===== src/common/csr_pkg.sv =====
`default_nettype none

package csr_pkg;

    typedef logic [31:0] xlen_t;

    // Operation carried by one CSR-type instruction
    typedef enum logic [2:0] {
        CMD_NONE  = 3'd0,
        CMD_WRITE = 3'd1,
        CMD_SET   = 3'd2,
        CMD_CLEAR = 3'd3,
        CMD_ECALL = 3'd4,
        CMD_MRET  = 3'd5
    } csr_cmd_e;

    typedef enum logic [1:0] {
        PRIV_U = 2'b00,
        PRIV_M = 2'b11
    } priv_e;

    // Machine trap setup and handling
    localparam logic [11:0] MSTATUS  = 12'h300;
    localparam logic [11:0] MISA     = 12'h301;
    localparam logic [11:0] MIE      = 12'h304;
    localparam logic [11:0] MTVEC    = 12'h305;
    localparam logic [11:0] MSCRATCH = 12'h340;
    localparam logic [11:0] MEPC     = 12'h341;
    localparam logic [11:0] MCAUSE   = 12'h342;
    localparam logic [11:0] MIP      = 12'h344;

    // User-level read-only counters
    localparam logic [11:0] CYCLE    = 12'hc00;
    localparam logic [11:0] TIME     = 12'hc01;
    localparam logic [11:0] CYCLEH   = 12'hc80;
    localparam logic [11:0] TIMEH    = 12'hc81;

    // Machine counters
    localparam logic [11:0] MCYCLE   = 12'hb00;
    localparam logic [11:0] MCYCLEH  = 12'hb80;

    // MXL = 1 (RV32), extensions A, I and M
    localparam xlen_t MISA_VALUE = 32'h4000_1101;

    // Exception codes
    localparam logic [30:0] CAUSE_ILLEGAL_INSTR = 31'd2;
    localparam logic [30:0] CAUSE_ECALL_U       = 31'd8;
    localparam logic [30:0] CAUSE_ECALL_M       = 31'd11;

    // Interrupt codes
    localparam logic [30:0] CAUSE_MSI = 31'd3;
    localparam logic [30:0] CAUSE_MTI = 31'd7;
    localparam logic [30:0] CAUSE_MEI = 31'd11;

    // Bit positions shared by mie and mip
    localparam int MSI_BIT = 3;
    localparam int MTI_BIT = 7;
    localparam int MEI_BIT = 11;

    localparam int MSTATUS_MIE_BIT  = 3;
    localparam int MSTATUS_MPIE_BIT = 7;
    localparam int MSTATUS_MPP_LSB  = 11;

    // mtvec mode field
    localparam logic [1:0] XTVEC_DIRECT   = 2'b00;
    localparam logic [1:0] XTVEC_VECTORED = 2'b01;

    typedef struct packed {
        logic mei;
        logic mti;
        logic msi;
    } irq_bits_t;

    typedef struct packed {
        logic        intr;
        logic [30:0] code;
    } cause_fields_t;

    // Same word seen as raw mcause or as flag plus code
    typedef union packed {
        xlen_t         raw;
        cause_fields_t f;
    } cause_u;

    typedef struct packed {
        csr_cmd_e    cmd;
        logic [11:0] addr;
        xlen_t       operand;
        xlen_t       pc;
    } csr_req_t;

    typedef struct packed {
        priv_e     mode;
        logic      mstatus_mie;
        logic      mstatus_mpie;
        priv_e     mstatus_mpp;
        irq_bits_t mie;
        irq_bits_t mip;
        xlen_t     mtvec;
        xlen_t     mepc;
    } csr_state_t;

    typedef struct packed {
        logic   take_trap;
        logic   do_mret;
        logic   write_en;
        cause_u cause;
    } trap_event_t;

endpackage

`default_nettype wire


===== src/csr_regs/csr_regfile.sv =====
`timescale 1ns/1ps
`default_nettype none

module csr_regfile (
    input  wire                      clk,
    input  wire                      rst_i,
    input  wire                      valid_i,
    input  wire csr_pkg::csr_req_t   req_i,
    input  wire csr_pkg::trap_event_t event_i,
    input  wire csr_pkg::xlen_t      rd_value_i,
    input  wire [63:0]               mtime_i,
    input  wire [63:0]               mtimecmp_i,
    input  wire                      meip_i,
    output csr_pkg::csr_state_t      state_o,
    output csr_pkg::xlen_t           mscratch_o,
    output csr_pkg::cause_u          mcause_o,
    output csr_pkg::xlen_t           rdata_o
);

    csr_pkg::priv_e     mode_q;
    logic               mstatus_mie_q;
    logic               mstatus_mpie_q;
    csr_pkg::priv_e     mstatus_mpp_q;
    csr_pkg::irq_bits_t mie_q;
    logic               mip_msi_q;
    csr_pkg::xlen_t     mtvec_q;
    csr_pkg::xlen_t     mscratch_q;
    csr_pkg::xlen_t     mepc_q;
    csr_pkg::cause_u    mcause_q;
    csr_pkg::xlen_t     rdata_q;

    csr_pkg::xlen_t     wdata;
    csr_pkg::priv_e     wdata_mpp;
    logic               timer_pending;

    // New value from the old one and the operand
    always_comb begin
        case (req_i.cmd)
            csr_pkg::CMD_WRITE: wdata = req_i.operand;
            csr_pkg::CMD_SET:   wdata = rd_value_i | req_i.operand;
            csr_pkg::CMD_CLEAR: wdata = rd_value_i & ~req_i.operand;
            default:            wdata = rd_value_i;
        endcase
    end

    // Only U and M exist, anything other than M falls back to U
    assign wdata_mpp = (wdata[csr_pkg::MSTATUS_MPP_LSB +: 2] == csr_pkg::PRIV_M) ?
                       csr_pkg::PRIV_M : csr_pkg::PRIV_U;

    assign timer_pending = (mtime_i >= mtimecmp_i);

    always_ff @(posedge clk) begin
        if (rst_i) begin
            mode_q         <= csr_pkg::PRIV_M;
            mstatus_mie_q  <= 1'b0;
            mstatus_mpie_q <= 1'b0;
            mstatus_mpp_q  <= csr_pkg::PRIV_U;
            mie_q          <= '0;
            mip_msi_q      <= 1'b0;
            mtvec_q        <= '0;
            mscratch_q     <= '0;
            mepc_q         <= '0;
            mcause_q       <= '0;
        end else if (event_i.take_trap) begin
            mepc_q         <= req_i.pc;
            mcause_q       <= event_i.cause;
            mstatus_mpie_q <= mstatus_mie_q;
            mstatus_mie_q  <= 1'b0;
            mstatus_mpp_q  <= mode_q;
            mode_q         <= csr_pkg::PRIV_M;
        end else if (event_i.do_mret) begin
            mstatus_mie_q  <= mstatus_mpie_q;
            mstatus_mpie_q <= 1'b1;
            mode_q         <= mstatus_mpp_q;
            mstatus_mpp_q  <= csr_pkg::PRIV_U;
        end else if (event_i.write_en) begin
            case (req_i.addr)
                csr_pkg::MSTATUS: begin
                    mstatus_mie_q  <= wdata[csr_pkg::MSTATUS_MIE_BIT];
                    mstatus_mpie_q <= wdata[csr_pkg::MSTATUS_MPIE_BIT];
                    mstatus_mpp_q  <= wdata_mpp;
                end
                csr_pkg::MIE: begin
                    mie_q.mei <= wdata[csr_pkg::MEI_BIT];
                    mie_q.mti <= wdata[csr_pkg::MTI_BIT];
                    mie_q.msi <= wdata[csr_pkg::MSI_BIT];
                end
                csr_pkg::MTVEC: begin
                    // Reserved modes are stored as direct
                    mtvec_q[31:2] <= wdata[31:2];
                    mtvec_q[1:0]  <= (wdata[1:0] == csr_pkg::XTVEC_VECTORED) ?
                                     csr_pkg::XTVEC_VECTORED : csr_pkg::XTVEC_DIRECT;
                end
                csr_pkg::MSCRATCH: mscratch_q <= wdata;
                csr_pkg::MEPC:     mepc_q     <= {wdata[31:2], 2'b00};
                csr_pkg::MCAUSE:   mcause_q   <= wdata;
                // Timer and external pending bits come from outside
                csr_pkg::MIP:      mip_msi_q  <= wdata[csr_pkg::MSI_BIT];
                default: begin
                end
            endcase
        end
    end

    // Old value returned only when the instruction was not trapped
    always_ff @(posedge clk) begin
        if (rst_i) begin
            rdata_q <= '0;
        end else if (valid_i && !event_i.take_trap) begin
            rdata_q <= rd_value_i;
        end else begin
            rdata_q <= '0;
        end
    end

    always_comb begin
        state_o.mode         = mode_q;
        state_o.mstatus_mie  = mstatus_mie_q;
        state_o.mstatus_mpie = mstatus_mpie_q;
        state_o.mstatus_mpp  = mstatus_mpp_q;
        state_o.mie          = mie_q;
        state_o.mip.mei      = meip_i;
        state_o.mip.mti      = timer_pending;
        state_o.mip.msi      = mip_msi_q;
        state_o.mtvec        = mtvec_q;
        state_o.mepc         = mepc_q;
    end

    assign mscratch_o = mscratch_q;
    assign mcause_o   = mcause_q;
    assign rdata_o    = rdata_q;

endmodule

`default_nettype wire


===== src/csr_regs/csr_read_mux.sv =====
`timescale 1ns/1ps
`default_nettype none

module csr_read_mux (
    input  wire [11:0]               addr_i,
    input  wire csr_pkg::csr_state_t state_i,
    input  wire csr_pkg::xlen_t      mscratch_i,
    input  wire csr_pkg::cause_u     mcause_i,
    input  wire [63:0]               cycle_i,
    input  wire [63:0]               mtime_i,
    output csr_pkg::xlen_t           rd_value_o
);

    // Interrupt bits at their mie/mip positions
    function automatic csr_pkg::xlen_t irq_word(input csr_pkg::irq_bits_t bits);
        csr_pkg::xlen_t word;
        word = '0;
        word[csr_pkg::MEI_BIT] = bits.mei;
        word[csr_pkg::MTI_BIT] = bits.mti;
        word[csr_pkg::MSI_BIT] = bits.msi;
        return word;
    endfunction

    always_comb begin
        rd_value_o = '0;
        case (addr_i)
            csr_pkg::MSTATUS: begin
                rd_value_o[csr_pkg::MSTATUS_MIE_BIT]      = state_i.mstatus_mie;
                rd_value_o[csr_pkg::MSTATUS_MPIE_BIT]     = state_i.mstatus_mpie;
                rd_value_o[csr_pkg::MSTATUS_MPP_LSB +: 2] = state_i.mstatus_mpp;
            end
            csr_pkg::MISA:     rd_value_o = csr_pkg::MISA_VALUE;
            csr_pkg::MIE:      rd_value_o = irq_word(state_i.mie);
            csr_pkg::MIP:      rd_value_o = irq_word(state_i.mip);
            csr_pkg::MTVEC:    rd_value_o = state_i.mtvec;
            csr_pkg::MSCRATCH: rd_value_o = mscratch_i;
            csr_pkg::MEPC:     rd_value_o = state_i.mepc;
            csr_pkg::MCAUSE:   rd_value_o = mcause_i.raw;
            // Counters, low and high halves
            csr_pkg::CYCLE:    rd_value_o = cycle_i[31:0];
            csr_pkg::CYCLEH:   rd_value_o = cycle_i[63:32];
            csr_pkg::MCYCLE:   rd_value_o = cycle_i[31:0];
            csr_pkg::MCYCLEH:  rd_value_o = cycle_i[63:32];
            csr_pkg::TIME:     rd_value_o = mtime_i[31:0];
            csr_pkg::TIMEH:    rd_value_o = mtime_i[63:32];
            default:           rd_value_o = '0;
        endcase
    end

endmodule

`default_nettype wire


===== src/trap_ctrl.sv =====
`timescale 1ns/1ps
`default_nettype none

module trap_ctrl (
    input  wire                      clk,
    input  wire                      rst_i,
    input  wire                      valid_i,
    input  wire csr_pkg::csr_req_t   req_i,
    input  wire csr_pkg::csr_state_t state_i,
    output csr_pkg::trap_event_t     event_o,
    output logic                     redirect_o,
    output csr_pkg::xlen_t           target_o
);

    logic               cmd_is_write;
    logic               priv_fault;
    logic               mret_fault;
    logic               illegal;
    logic               ecall;
    logic               raise_expt;
    logic [30:0]        expt_code;
    csr_pkg::irq_bits_t eligible;
    logic               global_ie;
    logic               raise_intr;
    logic [30:0]        intr_code;
    logic               take_trap;
    logic               do_mret;
    csr_pkg::cause_u    trap_cause;
    csr_pkg::xlen_t     vec_base;
    csr_pkg::xlen_t     trap_target;
    logic               redirect_q;
    csr_pkg::xlen_t     target_q;

    assign cmd_is_write = (req_i.cmd == csr_pkg::CMD_WRITE) ||
                          (req_i.cmd == csr_pkg::CMD_SET) ||
                          (req_i.cmd == csr_pkg::CMD_CLEAR);

    // Bits 9:8 give the lowest privilege, 11:10 == 2'b11 means read-only
    assign priv_fault = (req_i.addr[9:8] > state_i.mode) || (req_i.addr[11:10] == 2'b11);
    assign mret_fault = (req_i.cmd == csr_pkg::CMD_MRET) && (state_i.mode != csr_pkg::PRIV_M);

    assign illegal    = valid_i && ((cmd_is_write && priv_fault) || mret_fault);
    assign ecall      = valid_i && (req_i.cmd == csr_pkg::CMD_ECALL);
    assign raise_expt = illegal || ecall;

    always_comb begin
        if (illegal) begin
            expt_code = csr_pkg::CAUSE_ILLEGAL_INSTR;
        end else if (state_i.mode == csr_pkg::PRIV_M) begin
            expt_code = csr_pkg::CAUSE_ECALL_M;
        end else begin
            expt_code = csr_pkg::CAUSE_ECALL_U;
        end
    end

    // Pending and enabled, U mode is always interruptible
    assign eligible  = state_i.mip & state_i.mie;
    assign global_ie = (state_i.mode == csr_pkg::PRIV_U) || state_i.mstatus_mie;

    assign raise_intr = valid_i && global_ie && (|eligible) && !raise_expt;

    // MEI over MSI over MTI
    always_comb begin
        if (eligible.mei) begin
            intr_code = csr_pkg::CAUSE_MEI;
        end else if (eligible.msi) begin
            intr_code = csr_pkg::CAUSE_MSI;
        end else begin
            intr_code = csr_pkg::CAUSE_MTI;
        end
    end

    assign take_trap = raise_expt || raise_intr;
    assign do_mret   = valid_i && (req_i.cmd == csr_pkg::CMD_MRET) && !take_trap;

    always_comb begin
        trap_cause.f.intr = !raise_expt;
        trap_cause.f.code = raise_expt ? expt_code : intr_code;
    end

    assign event_o.take_trap = take_trap;
    assign event_o.do_mret   = do_mret;
    assign event_o.write_en  = valid_i && cmd_is_write && !take_trap;
    assign event_o.cause     = trap_cause;

    assign vec_base = {state_i.mtvec[31:2], 2'b00};

    // Exceptions always land on the base
    always_comb begin
        if (raise_intr && (state_i.mtvec[1:0] == csr_pkg::XTVEC_VECTORED)) begin
            trap_target = vec_base + {trap_cause.f.code[29:0], 2'b00};
        end else begin
            trap_target = vec_base;
        end
    end

    always_ff @(posedge clk) begin
        if (rst_i) begin
            redirect_q <= 1'b0;
            target_q   <= '0;
        end else begin
            redirect_q <= take_trap || do_mret;
            if (take_trap) begin
                target_q <= trap_target;
            end else if (do_mret) begin
                target_q <= state_i.mepc;
            end else begin
                target_q <= '0;
            end
        end
    end

    assign redirect_o = redirect_q;
    assign target_o   = target_q;

endmodule

`default_nettype wire


===== src/csr_unit.sv =====
`timescale 1ns/1ps
`default_nettype none

module csr_unit (
    input  wire                    clk,
    input  wire                    rst_i,
    input  wire                    valid_i,
    input  wire csr_pkg::csr_req_t req_i,
    input  wire [63:0]             cycle_i,
    input  wire [63:0]             mtime_i,
    input  wire [63:0]             mtimecmp_i,
    input  wire                    meip_i,
    output wire csr_pkg::xlen_t    rdata_o,
    output wire                    redirect_o,
    output wire csr_pkg::xlen_t    target_o,
    output wire csr_pkg::priv_e    mode_o
);

    wire csr_pkg::csr_state_t  state;
    wire csr_pkg::trap_event_t trap_event;
    wire csr_pkg::xlen_t       rd_value;
    wire csr_pkg::xlen_t       mscratch;
    wire csr_pkg::cause_u      mcause;

    csr_regfile u_regfile (
        .clk        (clk),
        .rst_i      (rst_i),
        .valid_i    (valid_i),
        .req_i      (req_i),
        .event_i    (trap_event),
        .rd_value_i (rd_value),
        .mtime_i    (mtime_i),
        .mtimecmp_i (mtimecmp_i),
        .meip_i     (meip_i),
        .state_o    (state),
        .mscratch_o (mscratch),
        .mcause_o   (mcause),
        .rdata_o    (rdata_o)
    );

    // Old value of the addressed CSR, same cycle
    csr_read_mux u_read_mux (
        .addr_i     (req_i.addr),
        .state_i    (state),
        .mscratch_i (mscratch),
        .mcause_i   (mcause),
        .cycle_i    (cycle_i),
        .mtime_i    (mtime_i),
        .rd_value_o (rd_value)
    );

    trap_ctrl u_trap_ctrl (
        .clk        (clk),
        .rst_i      (rst_i),
        .valid_i    (valid_i),
        .req_i      (req_i),
        .state_i    (state),
        .event_o    (trap_event),
        .redirect_o (redirect_o),
        .target_o   (target_o)
    );

    assign mode_o = state.mode;

endmodule

`default_nettype wire


===== config.mk =====
export PLATFORM = sky130hd
export DESIGN_NAME = csr_unit
export DESIGN_NICKNAME = d
export VERILOG_FILES = /design/src/common/csr_pkg.sv /design/src/csr_regs/csr_regfile.sv /design/src/csr_regs/csr_read_mux.sv /design/src/trap_ctrl.sv /design/src/csr_unit.sv
export SDC_FILE = /design/constraint.sdc
export NUM_CORES = 1
export LEC_CHECK = 0
export BUFFER_PORTS_ARGS = -buffer_cell sky130_fd_sc_hd__buf_2
export CORE_MARGIN = 2
export CORE_UTILIZATION = 48
export CTS_CLUSTER_SIZE = 24
export DETAILED_ROUTE_END_ITERATION = 6
export PLACE_DENSITY = 0.76
export SLEW_MARGIN = 20
export SYNTH_ARGS = -nofsm -noshare
export SYNTH_HDL_FRONTEND = slang
export SYNTH_SLANG_ARGS = --single-unit

===== constraint.sdc =====
create_clock -name clk -period 4.4 [get_ports clk]
set_clock_uncertainty 0.05 [all_clocks]
set_input_delay 0.88 -clock clk [delete_from_list [all_inputs] [get_ports clk]]
set_output_delay 0.88 -clock clk [all_outputs]
set_load 0.1 [all_outputs]

==> reports/results.md <==
### Run status
- outcome: completed

### Logic synthesis
- number of distinct library cells after synthesis: 80
- synthesized-area fraction occupied by ao, oa, aoi and oai cells: 0.255
- proportion of synthesized area in mux cells: 0.0791
- Syn Nets: 1808
- Simple-Gate Fraction of Synth Area: 0.182
- biggest area consumer among synthesized cells: dfxtp_1
- Cell Area, Synth: 12300 µm²
- Mapped Avg Cell Area: 8.39 µm²
- cell types occupying the most area after synthesis: dfxtp_1 (33%), ha_1 (7.1%), a211oi_1 (5.4%)
- number of enable-type register cells in the synthesized netlist: 0
- main combinational cell family by area after synthesis: compound AO/OA/AOI/OAI gates
- share of synthesized cell area in full adder, half adder and majority cells: 0.0730
- Synth top area share: 0.330
- Post-Synthesis Cells: 1462
- number of register bits inferred by synthesis: 202
- leading register cell type out of synthesis: dfxtp_1
- async set-or-reset flop fraction in the synthesized netlist: 0
- proportion of synthesized chip area in sequential cells: 0.330
- area share of xor/xnor cells in the synthesized design: 0.0193
- synth warn: 0

### Timing
- Final Max Tran Viols: 0
- Slew @ Worst Pin: 996 ps
- summed negative setup slack over all endpoints: 0 ps
- shortest period the worst path allows: 4040 ps
- final hold violations: 0
- smallest setup slack after layout: 364 ps
- unrepaired setup endpoints after global routing: false
- Fmax achieved: 248 MHz
- worst hold slack: 413 ps
- Final setup violation count: 0
- portion of the clock cycle consumed by the worst path in the final layout: 0.917
- relative max-transition margin: 0.330

### Global route
- Global Route Usage Sum: 0.344
- pin count of the biggest net entering global routing: 77
- first-pass GRT wire length: 71000 µm
- number of antenna violations at the first check in global routing: 6
- number of global-route vias before repair: 12.8k
- remaining global-route overflow: 0

### Clock network
- insertion delay of the later-clocked pin in the worst-skew pair: 510 ps
- largest buffer count on any clock path: 3
- # hold bufs at CTS: 0
- clock edge transition at the registers on the reported setup and hold paths: 70 ps
- clock sink count: 202
- clock tree from TritonCTS: done
- TritonCTS buffer count: 21
- number of buffers inserted by post-CTS setup repair: 0
- H-tree Lvls: 1
- clock tree root driver cell: clkbuf_16
- quantity of gates resized following cts: 0

### Route
- drt pass-1 iters: 6
- Avg Vias per Cell: 6.15
- number of design rule violations left after detail routing: 0
- total number of vias: 13.1k
- First DRT Iteration DRCs: 1213
- average wire per cell in the routed design: 22.2 µm
- final routed wirelength across all metal layers: 47500 µm
- residual antenna-violating net count after detailed routing: 0

### Flow run
- MaxCap Viol Count: 0

### Critical path
- data arrival time of the critical path: 4370 ps
- Buffers & Inverters on Critical Path: 3
- Max FO, Critical Path: 7
- critical path startpoint category: flop
- critical-path cell with the highest stage delay: nor4_2
- cell class contributing the biggest share of worst-path delay: simple AND/OR/NAND/NOR gates
- Critical Path Sink Type: flop
- Critical Path, Cell by Cell: inv_1 > ha_1 > nor2b_1 > o21ai_0 > a21oi_1 > nor3_1 > ha_1 > a21o_1 > a21oi_1 > inv_1 > a21oi_1 > nor4_2 > buf_4 > nand4_1 > xnor2_1 > a22o_1
- worst endpoint required time: 4730 ps
- CP max stage delay: 750 ps
- most prevalent standard cell on the critical path: a21oi_1
- crit path kind: reg -> reg

### Finish
- Area Overhead vs Synth: 24.9%
- share of post-route cells with drive strength above 1: 0.284
- Final Net Count: 2136

### Power
- power density over cell area: 285 nW/µm²
- Lkg Pwr: 6.87 nW
- worst IR drop on VDD: 0.000325 V

### Floorplanning
- vertical extent of the die: 164 µm
- row count: 58
- starting utilization of the core area: 0.489
- Std-Cell Core Area: 25100 µm²
- I/O pin count: 342
- horizontal die dimension: 164 µm
- Die Footprint: 26900 µm²

### Placed design
- GP Congestion: 1.01
- Post-DP HPWL: 35900 µm
- count of buffers from port buffering: 341
- post-placement worst setup slack: 1.69 ps

### Min path
- class of the tightest hold or removal check: reg -> reg

## synth_stat cells (27+ instances only)
library cell	count
a211oi_1	88
a21oi_1	107
a22o_1	62
a22oi_1	29
and3_1	35
buf_2	41
clkbuf_1	53
dfxtp_1	202
ha_1	70
inv_1	76
mux2_2	27
mux2i_1	63
nand2_1	125
nand3_1	47
nor2_1	127
o21ai_0	30
## path summary, 6_finish.rpt
| path | from | to | slack [ps] | cells after the start |
|---|---|---|---|---|
| worst min-delay path | u_regfile.mscratch_o[31] | u_regfile.mscratch_o[31] | 410 | 2 |
| worst max register to register | u_regfile.mode_q[1] | u_trap_ctrl.target_o[9] | 360 | 16 |
| worst min register to register | u_regfile.mscratch_o[31] | u_regfile.mscratch_o[31] | 410 | 2 |
| worst max-delay path | u_regfile.mode_q[1] | u_trap_ctrl.target_o[9] | 360 | 16 |
## worst min-delay path: stages, from the launching register on
cell and delay [ps]:
dfxtp_1 310, nand2_1 50, a21oi_1 50
## flip-flops by register name, summed over array words and instances, names as in the netlist
name,count
u_regfile.mstatus_mie_q,1
u_trap_ctrl.redirect_o,1
u_regfile.mepc_q,32
u_trap_ctrl.target_o,32
u_regfile.mstatus_mpp_q,2
u_regfile.mtvec_q,31
u_regfile.state_o,3
u_regfile.mstatus_mpie_q,1
u_regfile.mip_msi_q,1
u_regfile.mode_q,2
u_regfile.rdata_o,32
u_regfile.mcause_o,32
u_regfile.mscratch_o,32
## layout make-up
| class | instances | area [µm²] |
|---|---|---|
| Fill cell | 2296 | 9790 |
| Inverter | 77 | 289 |
| Multi-Input combinational cell | 1078 | 7520 |
| Clock inverter | 13 | 146 |
| Clock buffer | 23 | 543 |
| Sequential cell | 202 | 4040 |
| Timing Repair Buffer | 410 | 2360 |
| Tap cell | 330 | 413 |
| Antenna cell | 4 | 10.0 |
## through the flow
stage | area (µm²) | instances | utilization | total power (W)
finish | 15300 | 2137 | 0.610 | 0.00437
global placement | 14600 | 2096 | 0.581 | 0.00257
CTS | 15300 | 2132 | 0.609 | 0.00437
global route | 15300 | 2136 | 0.610 | 0.00451
floorplan | 12300 | 1462 | - | 0.00227
detailed placement | 14600 | 2096 | 0.581 | 0.00258
## metal layers
metal  global-route usage  vias to the layer above  share of wire
li1                     -                     6087              -
met1                0.423                     6181           0.38
met2                0.581                      717           0.47
met3               0.0543                      146          0.091
met4                0.177                        2          0.051
met5                    0                        -        0.00027
## report_power, final
group          switching, W  internal (W)  total [W]
logic              0.000399      0.000276   0.000675
registers         0.0000242       0.00185    0.00188
clock network      0.000747       0.00107    0.00181
## kinds of logic after synthesis
kind of cell               after synthesis
xor gates and xnor gates                27
buffers and inverters                  182
muxes                                   92
AOI/OAI and AO/OA                      444
adders and majority gates               71
and+or+nand+nor                        444
DFF                                    202
## layout by cell type (no fill, tap or decap), types with 7 or more instances in the layout
master / instances
a222oi_1: 13
a22oi_1: 29
nor2_1: 123
nand3_1: 47
and3_1: 32
o21ai_0: 30
mux2_2: 27
nand4_1: 23
a21oi_1: 106
a22o_1: 62
and2_1: 11
clkbuf_16: 21
buf_2: 340
buf_12: 9
xnor2_1: 22
a221oi_1: 10
o22ai_1: 25
o21ai_1: 19
a21o_1: 8
nor3_1: 19
inv_1: 76
and4_1: 7
clkinv_2: 8
a211oi_1: 88
nand2_1: 125
dfxtp_1: 202
ha_1: 70
mux2i_1: 63
buf_4: 60
Power figures use the tool's default switching activity.
